**src/rtl/rv_decode_cfg.svh**
```systemverilog
`ifndef RV_DECODE_CFG_SVH
`define RV_DECODE_CFG_SVH

// Data path width of the RV32I core.
`define RV_XLEN 32

// Architectural register count.
`define RV_NREGS 32

// Width of a register index in the instruction word.
`define RV_REG_AW 5

`endif
```
**src/rtl/rv_decode_pkg.sv**
```systemverilog
`default_nettype none

`include "rv_decode_cfg.svh"

package rv_decode_pkg;

	typedef struct packed {
		logic [6:0] funct7;
		logic [4:0] rs2;
		logic [4:0] rs1;
		logic [2:0] funct3;
		logic [4:0] rd;
		logic [6:0] opcode;
	} r_fmt_t;

	typedef struct packed {
		logic [11:0] imm;
		logic [4:0] rs1;
		logic [2:0] funct3;
		logic [4:0] rd;
		logic [6:0] opcode;
	} i_fmt_t;

	typedef struct packed {
		logic [6:0] imm_hi;
		logic [4:0] rs2;
		logic [4:0] rs1;
		logic [2:0] funct3;
		logic [4:0] imm_lo;
		logic [6:0] opcode;
	} s_fmt_t;

	typedef struct packed {
		logic imm12;
		logic [5:0] imm10_5;
		logic [4:0] rs2;
		logic [4:0] rs1;
		logic [2:0] funct3;
		logic [3:0] imm4_1;
		logic imm11;
		logic [6:0] opcode;
	} b_fmt_t;

	typedef struct packed {
		logic [19:0] imm;
		logic [4:0] rd;
		logic [6:0] opcode;
	} u_fmt_t;

	typedef struct packed {
		logic imm20;
		logic [9:0] imm10_1;
		logic imm11;
		logic [7:0] imm19_12;
		logic [4:0] rd;
		logic [6:0] opcode;
	} j_fmt_t;

	// One instruction word, seen through each of the base formats.
	typedef union packed {
		r_fmt_t r_fmt;
		i_fmt_t i_fmt;
		s_fmt_t s_fmt;
		b_fmt_t b_fmt;
		u_fmt_t u_fmt;
		j_fmt_t j_fmt;
	} inst_u;

	typedef enum logic [2:0] {IMM_I, IMM_S, IMM_B, IMM_U, IMM_J} imm_sel_e;

	typedef enum logic [3:0] {
		ALU_ADD, ALU_SUB, ALU_SLL, ALU_SLT, ALU_SLTU, ALU_XOR,
		ALU_SRL, ALU_SRA, ALU_OR, ALU_AND, ALU_PASSB
	} alu_sel_e;

	typedef enum logic [1:0] {WB_ALU = 2'd0, WB_MEM = 2'd1, WB_PC4 = 2'd2} wb_sel_e;

	typedef struct packed {
		alu_sel_e alu_sel;
		logic b_sel; // Operand B is the immediate.
		logic a_sel; // Operand A is the pc.
		logic mem_rw; // Store.
		wb_sel_e wb_sel;
		logic br_un; // Unsigned branch compare.
		logic reg_wen;
		logic is_ls;
	} ctrl_t;

	typedef struct packed {
		logic we;
		logic [`RV_REG_AW-1:0] rd;
		logic [`RV_XLEN-1:0] data;
	} wb_t;

	typedef struct packed {
		logic [`RV_XLEN-1:0] rs1;
		logic [`RV_XLEN-1:0] rs2;
		logic [`RV_XLEN-1:0] imm;
		logic [`RV_XLEN-1:0] pc;
		logic [`RV_XLEN-1:0] pc4;
		inst_u inst;
		logic [`RV_REG_AW-1:0] rd;
		logic hit;
		ctrl_t ctrl;
	} id_ex_t;

endpackage

`default_nettype wire

```
**src/rtl/decode_top.sv**
```systemverilog
`default_nettype none

`include "rv_decode_cfg.svh"

module decode_top (
	input logic clk_i,
	input logic rst_ni,
	input rv_decode_pkg::inst_u inst_i,
	input logic [`RV_XLEN-1:0] pc_i,
	input logic [`RV_XLEN-1:0] pc4_i,
	input logic hit_i,
	input logic valid_i,
	input logic flush_i,
	input rv_decode_pkg::wb_t wb_i,
	output rv_decode_pkg::id_ex_t ex_o,
	output logic stall_o
);

	logic enable;
	logic bubble;

	hazard_unit hazard_unit_inst (
		.valid_i(valid_i),
		.flush_i(flush_i),
		.inst_i(inst_i),
		.ex_ctrl_i(ex_o.ctrl), // Compared against the instruction now in decode.
		.ex_rd_i(ex_o.rd),
		.enable_o(enable),
		.bubble_o(bubble),
		.stall_o(stall_o)
	);

	id_stage id_stage_inst (
		.clk_i(clk_i),
		.rst_ni(rst_ni),
		.inst_i(inst_i),
		.pc_i(pc_i),
		.pc4_i(pc4_i),
		.hit_i(hit_i),
		.wb_i(wb_i),
		.enable_i(enable),
		.bubble_i(bubble),
		.ex_o(ex_o)
	);

endmodule

`default_nettype wire

```
**src/rtl/id_stage.sv**
```systemverilog
`default_nettype none

`include "rv_decode_cfg.svh"

module id_stage (
	input logic clk_i,
	input logic rst_ni,
	input rv_decode_pkg::inst_u inst_i,
	input logic [`RV_XLEN-1:0] pc_i,
	input logic [`RV_XLEN-1:0] pc4_i,
	input logic hit_i,
	input rv_decode_pkg::wb_t wb_i,
	input logic enable_i,
	input logic bubble_i,
	output rv_decode_pkg::id_ex_t ex_o
);

	logic [`RV_XLEN-1:0] rs1_data;
	logic [`RV_XLEN-1:0] rs2_data;
	logic [`RV_XLEN-1:0] imm;
	rv_decode_pkg::ctrl_t ctrl;
	rv_decode_pkg::imm_sel_e imm_sel;
	rv_decode_pkg::id_ex_t ex_d;

	regfile regfile_inst (
		.clk_i(clk_i),
		.rst_ni(rst_ni),
		.wb_i(wb_i),
		.rs1_addr_i(inst_i.r_fmt.rs1),
		.rs2_addr_i(inst_i.r_fmt.rs2),
		.rs1_data_o(rs1_data),
		.rs2_data_o(rs2_data)
	);

	imm_gen imm_gen_inst (
		.inst_i(inst_i),
		.imm_sel_i(imm_sel),
		.imm_o(imm)
	);

	ctrl_unit ctrl_unit_inst (
		.inst_i(inst_i),
		.ctrl_o(ctrl),
		.imm_sel_o(imm_sel)
	);

	always_comb begin
		ex_d.rs1 = rs1_data;
		ex_d.rs2 = rs2_data;
		ex_d.imm = imm;
		ex_d.pc = pc_i;
		ex_d.pc4 = pc4_i;
		ex_d.inst = inst_i;
		ex_d.rd = inst_i.r_fmt.rd;
		ex_d.hit = hit_i;
		ex_d.ctrl = ctrl;
	end

	// An all-zero record is the NOP that execute ignores.
	always_ff @(posedge clk_i, negedge rst_ni) begin
		if (!rst_ni)
			ex_o <= '0;
		else if (enable_i)
			ex_o <= bubble_i ? '0 : ex_d;
	end

endmodule

`default_nettype wire

```
**src/rtl/hazard_unit.sv**
```systemverilog
`default_nettype none

`include "rv_decode_cfg.svh"

module hazard_unit (
	input logic valid_i,
	input logic flush_i,
	input rv_decode_pkg::inst_u inst_i,
	input rv_decode_pkg::ctrl_t ex_ctrl_i,
	input logic [`RV_REG_AW-1:0] ex_rd_i,
	output logic enable_o,
	output logic bubble_o,
	output logic stall_o
);

	logic ex_is_load;
	logic rd_match;
	logic load_use;

	assign ex_is_load = ex_ctrl_i.is_ls && ex_ctrl_i.wb_sel == rv_decode_pkg::WB_MEM;

	// Loads to x0 produce nothing to wait for.
	assign rd_match = ex_rd_i != '0 &&
		(ex_rd_i == inst_i.r_fmt.rs1 || ex_rd_i == inst_i.r_fmt.rs2);

	assign load_use = valid_i && ex_is_load && rd_match;

	// Execute never pushes back, so the ID/EX register advances every cycle.
	assign enable_o = 1'b1;

	assign bubble_o = flush_i || !valid_i || load_use;
	assign stall_o = load_use && !flush_i; // A flush discards the dependent instruction.

endmodule

`default_nettype wire

```
**src/rtl/ctrl_unit.sv**
```systemverilog
`default_nettype none

module ctrl_unit (
	input rv_decode_pkg::inst_u inst_i,
	output rv_decode_pkg::ctrl_t ctrl_o,
	output rv_decode_pkg::imm_sel_e imm_sel_o
);

	localparam logic [6:0] OP_LUI = 7'b0110111;
	localparam logic [6:0] OP_AUIPC = 7'b0010111;
	localparam logic [6:0] OP_JAL = 7'b1101111;
	localparam logic [6:0] OP_JALR = 7'b1100111;
	localparam logic [6:0] OP_BRANCH = 7'b1100011;
	localparam logic [6:0] OP_LOAD = 7'b0000011;
	localparam logic [6:0] OP_STORE = 7'b0100011;
	localparam logic [6:0] OP_IMM = 7'b0010011;
	localparam logic [6:0] OP_REG = 7'b0110011;

	logic alt; // funct7 bit 5 selects SUB and SRA.

	function automatic rv_decode_pkg::alu_sel_e alu_op(input logic [2:0] funct3,
		input logic alt_op);
		rv_decode_pkg::alu_sel_e op;
		case (funct3)
			3'b000: op = alt_op ? rv_decode_pkg::ALU_SUB : rv_decode_pkg::ALU_ADD;
			3'b001: op = rv_decode_pkg::ALU_SLL;
			3'b010: op = rv_decode_pkg::ALU_SLT;
			3'b011: op = rv_decode_pkg::ALU_SLTU;
			3'b100: op = rv_decode_pkg::ALU_XOR;
			3'b101: op = alt_op ? rv_decode_pkg::ALU_SRA : rv_decode_pkg::ALU_SRL;
			3'b110: op = rv_decode_pkg::ALU_OR;
			default: op = rv_decode_pkg::ALU_AND;
		endcase
		return op;
	endfunction

	assign alt = inst_i.r_fmt.funct7[5];

	always_comb begin
		ctrl_o = '0;
		imm_sel_o = rv_decode_pkg::IMM_I;
		case (inst_i.r_fmt.opcode)
			OP_LUI: begin
				ctrl_o.alu_sel = rv_decode_pkg::ALU_PASSB;
				ctrl_o.b_sel = 1'b1;
				ctrl_o.reg_wen = 1'b1;
				imm_sel_o = rv_decode_pkg::IMM_U;
			end
			OP_AUIPC, OP_JAL: begin
				ctrl_o.a_sel = 1'b1;
				ctrl_o.b_sel = 1'b1;
				ctrl_o.reg_wen = 1'b1;
				if (inst_i.r_fmt.opcode == OP_JAL) begin
					ctrl_o.wb_sel = rv_decode_pkg::WB_PC4;
					imm_sel_o = rv_decode_pkg::IMM_J;
				end else begin
					imm_sel_o = rv_decode_pkg::IMM_U;
				end
			end
			OP_JALR: begin
				ctrl_o.b_sel = 1'b1;
				ctrl_o.wb_sel = rv_decode_pkg::WB_PC4;
				ctrl_o.reg_wen = 1'b1;
			end
			OP_BRANCH: begin // Target is pc + imm; the compare runs beside the ALU.
				ctrl_o.a_sel = 1'b1;
				ctrl_o.b_sel = 1'b1;
				ctrl_o.br_un = inst_i.b_fmt.funct3[1];
				imm_sel_o = rv_decode_pkg::IMM_B;
			end
			OP_LOAD: begin
				ctrl_o.b_sel = 1'b1;
				ctrl_o.wb_sel = rv_decode_pkg::WB_MEM;
				ctrl_o.reg_wen = 1'b1;
				ctrl_o.is_ls = 1'b1;
			end
			OP_STORE: begin
				ctrl_o.b_sel = 1'b1;
				ctrl_o.mem_rw = 1'b1;
				ctrl_o.is_ls = 1'b1;
				imm_sel_o = rv_decode_pkg::IMM_S;
			end
			OP_IMM: begin
				ctrl_o.alu_sel = alu_op(inst_i.i_fmt.funct3,
					alt && inst_i.i_fmt.funct3 == 3'b101); // Only SRAI uses funct7.
				ctrl_o.b_sel = 1'b1;
				ctrl_o.reg_wen = 1'b1;
			end
			OP_REG: begin
				ctrl_o.alu_sel = alu_op(inst_i.r_fmt.funct3, alt);
				ctrl_o.reg_wen = 1'b1;
			end
			default: ;
		endcase
	end

endmodule

`default_nettype wire

```
**src/rtl/imm_gen.sv**
```systemverilog
`default_nettype none

`include "rv_decode_cfg.svh"

module imm_gen (
	input rv_decode_pkg::inst_u inst_i,
	input rv_decode_pkg::imm_sel_e imm_sel_i,
	output logic [`RV_XLEN-1:0] imm_o
);

	always_comb begin
		unique case (imm_sel_i)
			rv_decode_pkg::IMM_I:
				imm_o = {{(`RV_XLEN-12){inst_i.i_fmt.imm[11]}}, inst_i.i_fmt.imm};
			rv_decode_pkg::IMM_S:
				imm_o = {{(`RV_XLEN-12){inst_i.s_fmt.imm_hi[6]}},
					inst_i.s_fmt.imm_hi, inst_i.s_fmt.imm_lo};
			rv_decode_pkg::IMM_B: // Branch offsets are half-word aligned.
				imm_o = {{(`RV_XLEN-12){inst_i.b_fmt.imm12}}, inst_i.b_fmt.imm11,
					inst_i.b_fmt.imm10_5, inst_i.b_fmt.imm4_1, 1'b0};
			rv_decode_pkg::IMM_U:
				imm_o = {inst_i.u_fmt.imm, 12'b0};
			rv_decode_pkg::IMM_J:
				imm_o = {{(`RV_XLEN-20){inst_i.j_fmt.imm20}}, inst_i.j_fmt.imm19_12,
					inst_i.j_fmt.imm11, inst_i.j_fmt.imm10_1, 1'b0};
			default:
				imm_o = '0;
		endcase
	end

endmodule

`default_nettype wire

```
**src/rtl/regfile.sv**
```systemverilog
`default_nettype none

`include "rv_decode_cfg.svh"

module regfile (
	input logic clk_i,
	input logic rst_ni,
	input rv_decode_pkg::wb_t wb_i,
	input logic [`RV_REG_AW-1:0] rs1_addr_i,
	input logic [`RV_REG_AW-1:0] rs2_addr_i,
	output logic [`RV_XLEN-1:0] rs1_data_o,
	output logic [`RV_XLEN-1:0] rs2_data_o
);

	logic [`RV_XLEN-1:0] regs [1:`RV_NREGS-1]; // x0 has no storage.

	// A write landing this cycle is forwarded to the reader.
	function automatic logic [`RV_XLEN-1:0] read_port(input logic [`RV_REG_AW-1:0] addr);
		logic [`RV_XLEN-1:0] data;
		if (addr == '0)
			data = '0;
		else if (wb_i.we && wb_i.rd == addr)
			data = wb_i.data;
		else
			data = regs[addr];
		return data;
	endfunction

	always_ff @(posedge clk_i, negedge rst_ni) begin
		if (!rst_ni) begin
			for (int i = 1; i < `RV_NREGS; i++)
				regs[i] <= '0;
		end else if (wb_i.we && wb_i.rd != '0) begin
			regs[wb_i.rd] <= wb_i.data;
		end
	end

	always_comb begin
		rs1_data_o = read_port(rs1_addr_i);
		rs2_data_o = read_port(rs2_addr_i);
	end

endmodule

`default_nettype wire

```
**config.mk**
```make
export PLATFORM = sky130hd
export DESIGN_NAME = decode_top
export DESIGN_NICKNAME = d
export VERILOG_FILES = /design/src/rtl/rv_decode_pkg.sv /design/src/rtl/decode_top.sv /design/src/rtl/id_stage.sv /design/src/rtl/hazard_unit.sv /design/src/rtl/ctrl_unit.sv /design/src/rtl/imm_gen.sv /design/src/rtl/regfile.sv
export VERILOG_INCLUDE_DIRS = /design/src /design/src/rtl
export SDC_FILE = /design/constraint.sdc
export NUM_CORES = 2
export LEC_CHECK = 0
export BUFFER_PORTS_ARGS = -buffer_cell sky130_fd_sc_hd__buf_2
export CELL_PAD_IN_SITES_DETAIL_PLACEMENT = 0
export CELL_PAD_IN_SITES_GLOBAL_PLACEMENT = 2
export CORE_MARGIN = 2
export CORE_UTILIZATION = 41
export CTS_BUF_LIST = sky130_fd_sc_hd__clkbuf_8 sky130_fd_sc_hd__clkbuf_16
export DETAILED_ROUTE_END_ITERATION = 10
export MAX_ROUTING_LAYER = met4
export PLACE_DENSITY = 0.89
export SLEW_MARGIN = 15
export SYNTH_ARGS = -nofsm -noshare
export SYNTH_HDL_FRONTEND = slang
export SYNTH_SLANG_ARGS = --single-unit
```
**constraint.sdc**
```tcl
create_clock -name clk_i -period 1.9 [get_ports clk_i]
set_input_delay 0.095 -clock clk_i [delete_from_list [all_inputs] [get_ports clk_i]]
set_output_delay 0.095 -clock clk_i [all_outputs]
set_load 0.01 [all_outputs]
```
; Yosys cells after proc, flatten, opt, wreduce, memory -nomap -nowiden
; Cells that the tools add are included.
[totals]
ff_bits = 1202
latch_bits = 0
mem_bits_rw = 0
rom_bits = 0
in_bits = 139
elab_cells = 136
mem_count = 0
[classes]
addsub = 0
multipliers = 0
n_div = 0
order_cmp = 4
eq_ne = 24
shift = 0
n_mux = 32
bitwise = 3
n_reduce_logical = 26
[op_table]
columns = cell, count
row1 = bitwise mux 992 bit, 1
row2 = binary-select mux 32 bit (select 5 bit), 2
row3 = two-way mux 32 bit, 9
row4 = two-way mux 210 bit, 1
row5 = demux 32 bit (select 5 bit), 1
row6 = one-hot mux 32 bit (5 select lines), 1
row7 = one-hot mux 4 bit (7 select lines), 2
row8 = == test 7 x 6 -> 1 bit (second input constant), 3
row9 = == test 7 bit (second input constant), 3
row10 = == test 5 bit, 4
row11 = >= comparator 6 bit (second input constant), 3
row12 = inverter 5 -> 6 bit, 3
row13 = == test 7 x 5 -> 1 bit (second input constant), 2
row14 = == test 3 x 2 -> 1 bit (second input constant), 4
row15 = == test 3 bit (second input constant), 4
row16 = one-hot mux 3 bit (4 select lines), 1
row17 = one-hot mux 4 bit (3 select lines), 1
row18 = logical AND 1 bit, 10
row19 = zero test 5 bit, 2
row20 = two-way mux 1 bit, 10
row21 = nonzero test 5 bit, 2
row22 = OR reduction 8 bit, 1
row23 = == test 7 x 2 -> 1 bit (second input constant), 1
row24 = OR reduction 7 bit, 1
row25 = other kinds (11), 17

; Depth between registers and ports, before layout
[logic_depth]
word_depth = 7
mapped_depth = 11

; By module
; A second synthesis with hierarchy kept.
[unflattened]
hier_cells = 4709
area_unflattened_um2 = 63497.1
[by_module_without_submodules]
columns = module, instances, cells_per_inst, area_each_um2, seq_area_each_um2
row1 = regfile, 1, 3653, 53532.6, 24823.8
row2 = id_stage, 1, 893, 8933.6, 5129.9
row3 = imm_gen, 1, 94, 540.5, 0.0
row4 = ctrl_unit, 1, 46, 320.3, 0.0
row5 = hazard_unit, 1, 23, 170.2, 0.0

; Least setup slack after synthesis
; No wires, ideal clock.
[synth_timing]
path_kind = register to register
startpoint = reg id_stage_inst.ex_o[29] (netlist name)
endpoint = reg id_stage_inst.ex_o[188] (netlist name)
setup_time_ps = 143
t_arrival_ps = 1791
required_time_ps = 1757
path_slack_ps = -34
stages_incl_launch_ff = 8
n_path_buf = 2
path_cell_list = dfrtp_1 -> xnor2_1 -> nand3_1 -> o22ai_1 -> a211o_1 -> clkbuf_1 -> clkbuf_1 -> nor4_1

==> results.md <==
- Status: finished with violations
- Failing checks: hold timing, setup timing
- Critical path's top delay family: flip-flops
- Post-route setup slack: -0.393 ns
- Nets: 5141
- Core ar.: 148000 µm²
- Final ANT Viol Nets: 0
- Max incr delay on CP: 0.47 ns
- Hold_ws: -0.00366 ns
- I/O pin cnt: 350
- Post-synthesis sequential area ratio: 49.2%
- Most frequent cells in the layout: dfrtp_1, mux2_2, buf_4, mux4_2, buf_2
- # rows: 141
- Worst-Margin Slew: 1.02 ns
- Root Driver: clkbuf_16
- Die width: 390 µm
- Number of flops mapped to enable cells by yosys: 0
- Reg2reg start: id_stage_inst.ex_o[28]
- Drt pass-1 iters: 5
- Async SR Flop Fraction: 100%
- Mapped Cells: 4103
- Area growth syn-to-layout: 28.3%
- Final Util: 53.0%
- GR Overflow Total: 0
- Synth Net Count: 4242
- Hold Path Class: input port to async pin
- Dpl ws: -0.455 ns
- Inserted Clock Buffers: 132
- Final period util: 121%
- Worst EP required: 1.80 ns
- Final wirelength: 221 mm
- R2R setup slack: -0.34 ns
- Clock sink total: 1197
- CTS tree: yes
- Mapped cell area: 60900 µm²
- Final Setup Violations: 204
- Total GRT Usage: 30.0%
- Maximum vdd drop: 0.000878 V
- CP Cell Sequence: xnor2_1 > nand3_1 > o22ai_2 > buf_4 > nand2_1 > nor2_1 > buf_2
- Worst EP arrival: 2.20 ns
- Setup crit start kind: register
- Final GP Congestion: 0.920
- Reg-to-reg endpoint: id_stage_inst.ex_o[193]
- Initial core utilization: 41.3%
- DIE AREA: 152000 µm²
- CP max FO: 4
- Post-synth cell types: 63
- Yosys reg bits: 1197
- PD cells: 979 nW/µm²
- Final Critical Period: 2.29 ns
- CP Capture Type: primary output
- Slew Limit Fails: 0
- Cell taking the most area after synthesis: dfrtp_1
- CTS H-tree lvls: 4
- Tot Pwr: 76.5 mW
- Ratio of cells with drive above 1 in the final layout: 58.5%
- RSZ-0062 raised after global routing: yes
- Clock transition at path regs: 0.06 ns
- Slowest cell on crit path: dfrtp_2
- Static leakage: 35.0 nW
- WS Path Type: register to primary output
- Synth warnings: 0
- Vias: 44100
- Residual DRC: 0
- Via density: 6.26
- Vias in the first global route: 46000
- Worst-Skew Late Latency: 0.79 ns
- Synthesized area per cell: 14.9 µm²
- Buffers plus inverters on the worst setup path: 2
- Top-area cell type share of the netlist area: 49.2%
- Post-DP HPWL: 145 mm
- Initial antenna violation count: 13
- Reg2reg path depth: 10
- I/O Buffers: 349
- First DRT Iteration DRCs: 4376
- Ys flop type: dfrtp_1
- Clock Path Buffers: 3
- Max Freq: 436 MHz
- WL/cell: 31.3 µm
- Commonest non-fill, non-tap cell in the layout: dfrtp_1
- MaxCap Viol Count: 0
- Rel. slew slack: 31.5%
- Worst Skew: 0.0212 ns
- Die Span Y: 390 µm
- First-pass GRT wire length: 323 mm
- Synth area leaders: dfrtp_1, mux2_2, mux4_2, mux2i_1, clkbuf_1
- Largest net degree at the start of global routing: 116
- Hold Vio Cnt, Final: 1
kinds of logic (layout without fill, tap and decap cells):
group	Yosys count	after routing	synth area share, %
mux	1614	1614	38.6
flops	1197	1197	49.2
simple gates	540	540	4.57
buf+inv	444	1445	3.68
compound gates	288	288	3.73
xor+xnor	20	20	0.287
other cells	0	15	0
power by group:
group / switching [mW] / internal, mW
Combinational: 6.50 / 10.1
Clock: 11.2 / 15.7
Sequential: 3.22 / 29.8
per-layer routing:
| layer | global-route usage [%] | wire (µm) | part of all wire (%) |
|---|---|---|---|
| met5 | - | 0 | 0 |
| met4 | 14.7 | 12800 | 5.8 |
| met3 | 7.44 | 21300 | 9.7 |
| met2 | 46.2 | 103000 | 47 |
| met1 | 37.0 | 83500 | 38 |
area by class of cell:
class	instances	area (µm²)
clock inverter	74	732
inverter	6	25.0
sequential	1197	30000
multi-input combinational	2462	30100
tap	1930	2410
timing repair buffer	1203	11200
antenna	15	37.5
fill	11800	69500
clock buffer	162	3790
cell usage after synthesis, types with 27 or more instances:
| cell type | count |
|---|---|
| buf_6 | 27 |
| mux2_2 | 1051 |
| and2_1 | 99 |
| buf_2 | 95 |
| nand2_1 | 128 |
| a221oi_1 | 52 |
| dfrtp_1 | 1197 |
| mux2i_1 | 79 |
| clkbuf_1 | 207 |
| a21oi_1 | 29 |
| nor2_1 | 143 |
| nor4_1 | 44 |
| buf_4 | 49 |
| o22ai_1 | 32 |
| a22oi_1 | 35 |
| mux4_2 | 464 |
| buf_1 | 54 |
stage by stage:
stage	setup TNS, ns	area, µm²	std cells
after global routing	-38.10	78200	7046
after CTS	-14.35	77900	7028
after global placement	-28.50	70500	6629
after floorplan	0	61000	4103
final	-24.09	78200	7049
after detailed placement	-29.82	70500	6629
tightest hold or removal path, stage by stage:
cell	delay [ns]
dlygate4sd3_1	0.58
buf_12	0.16
buf_12	0.39
worst max path at each step:
stage	start	to	slack (ns)	depth (start not counted)
after CTS	id_stage_inst.ex_o[29]	stall_o	-0.35	7
final	id_stage_inst.ex_o[29]	stall_o	-0.39	7
after detailed placement	inst_i[20]	id_stage_inst.ex_o[146]	-0.46	8
after global routing	id_stage_inst.ex_o[29]	stall_o	-0.46	7
after global placement	inst_i[20]	id_stage_inst.ex_o[146]	-0.44	7
after floorplan	inst_i[15]	id_stage_inst.ex_o[185]	0.0003	8
registers in the layout, indices dropped and copies added (netlist names):
register,count
id_stage_inst.ex_o,205
id_stage_inst.regfile_inst.regs,992
timing repair:
item                       in CTS  in global routing
pin swaps                      71                 15
setup endpoints to repair     201                206
hold buffers                  132                  0
resized for setup             206                 35
hold endpoints to repair     2258                  0
buffers inserted               33                 11
gates cloned                   10                  0
Power figures use the tool's default switching activity.
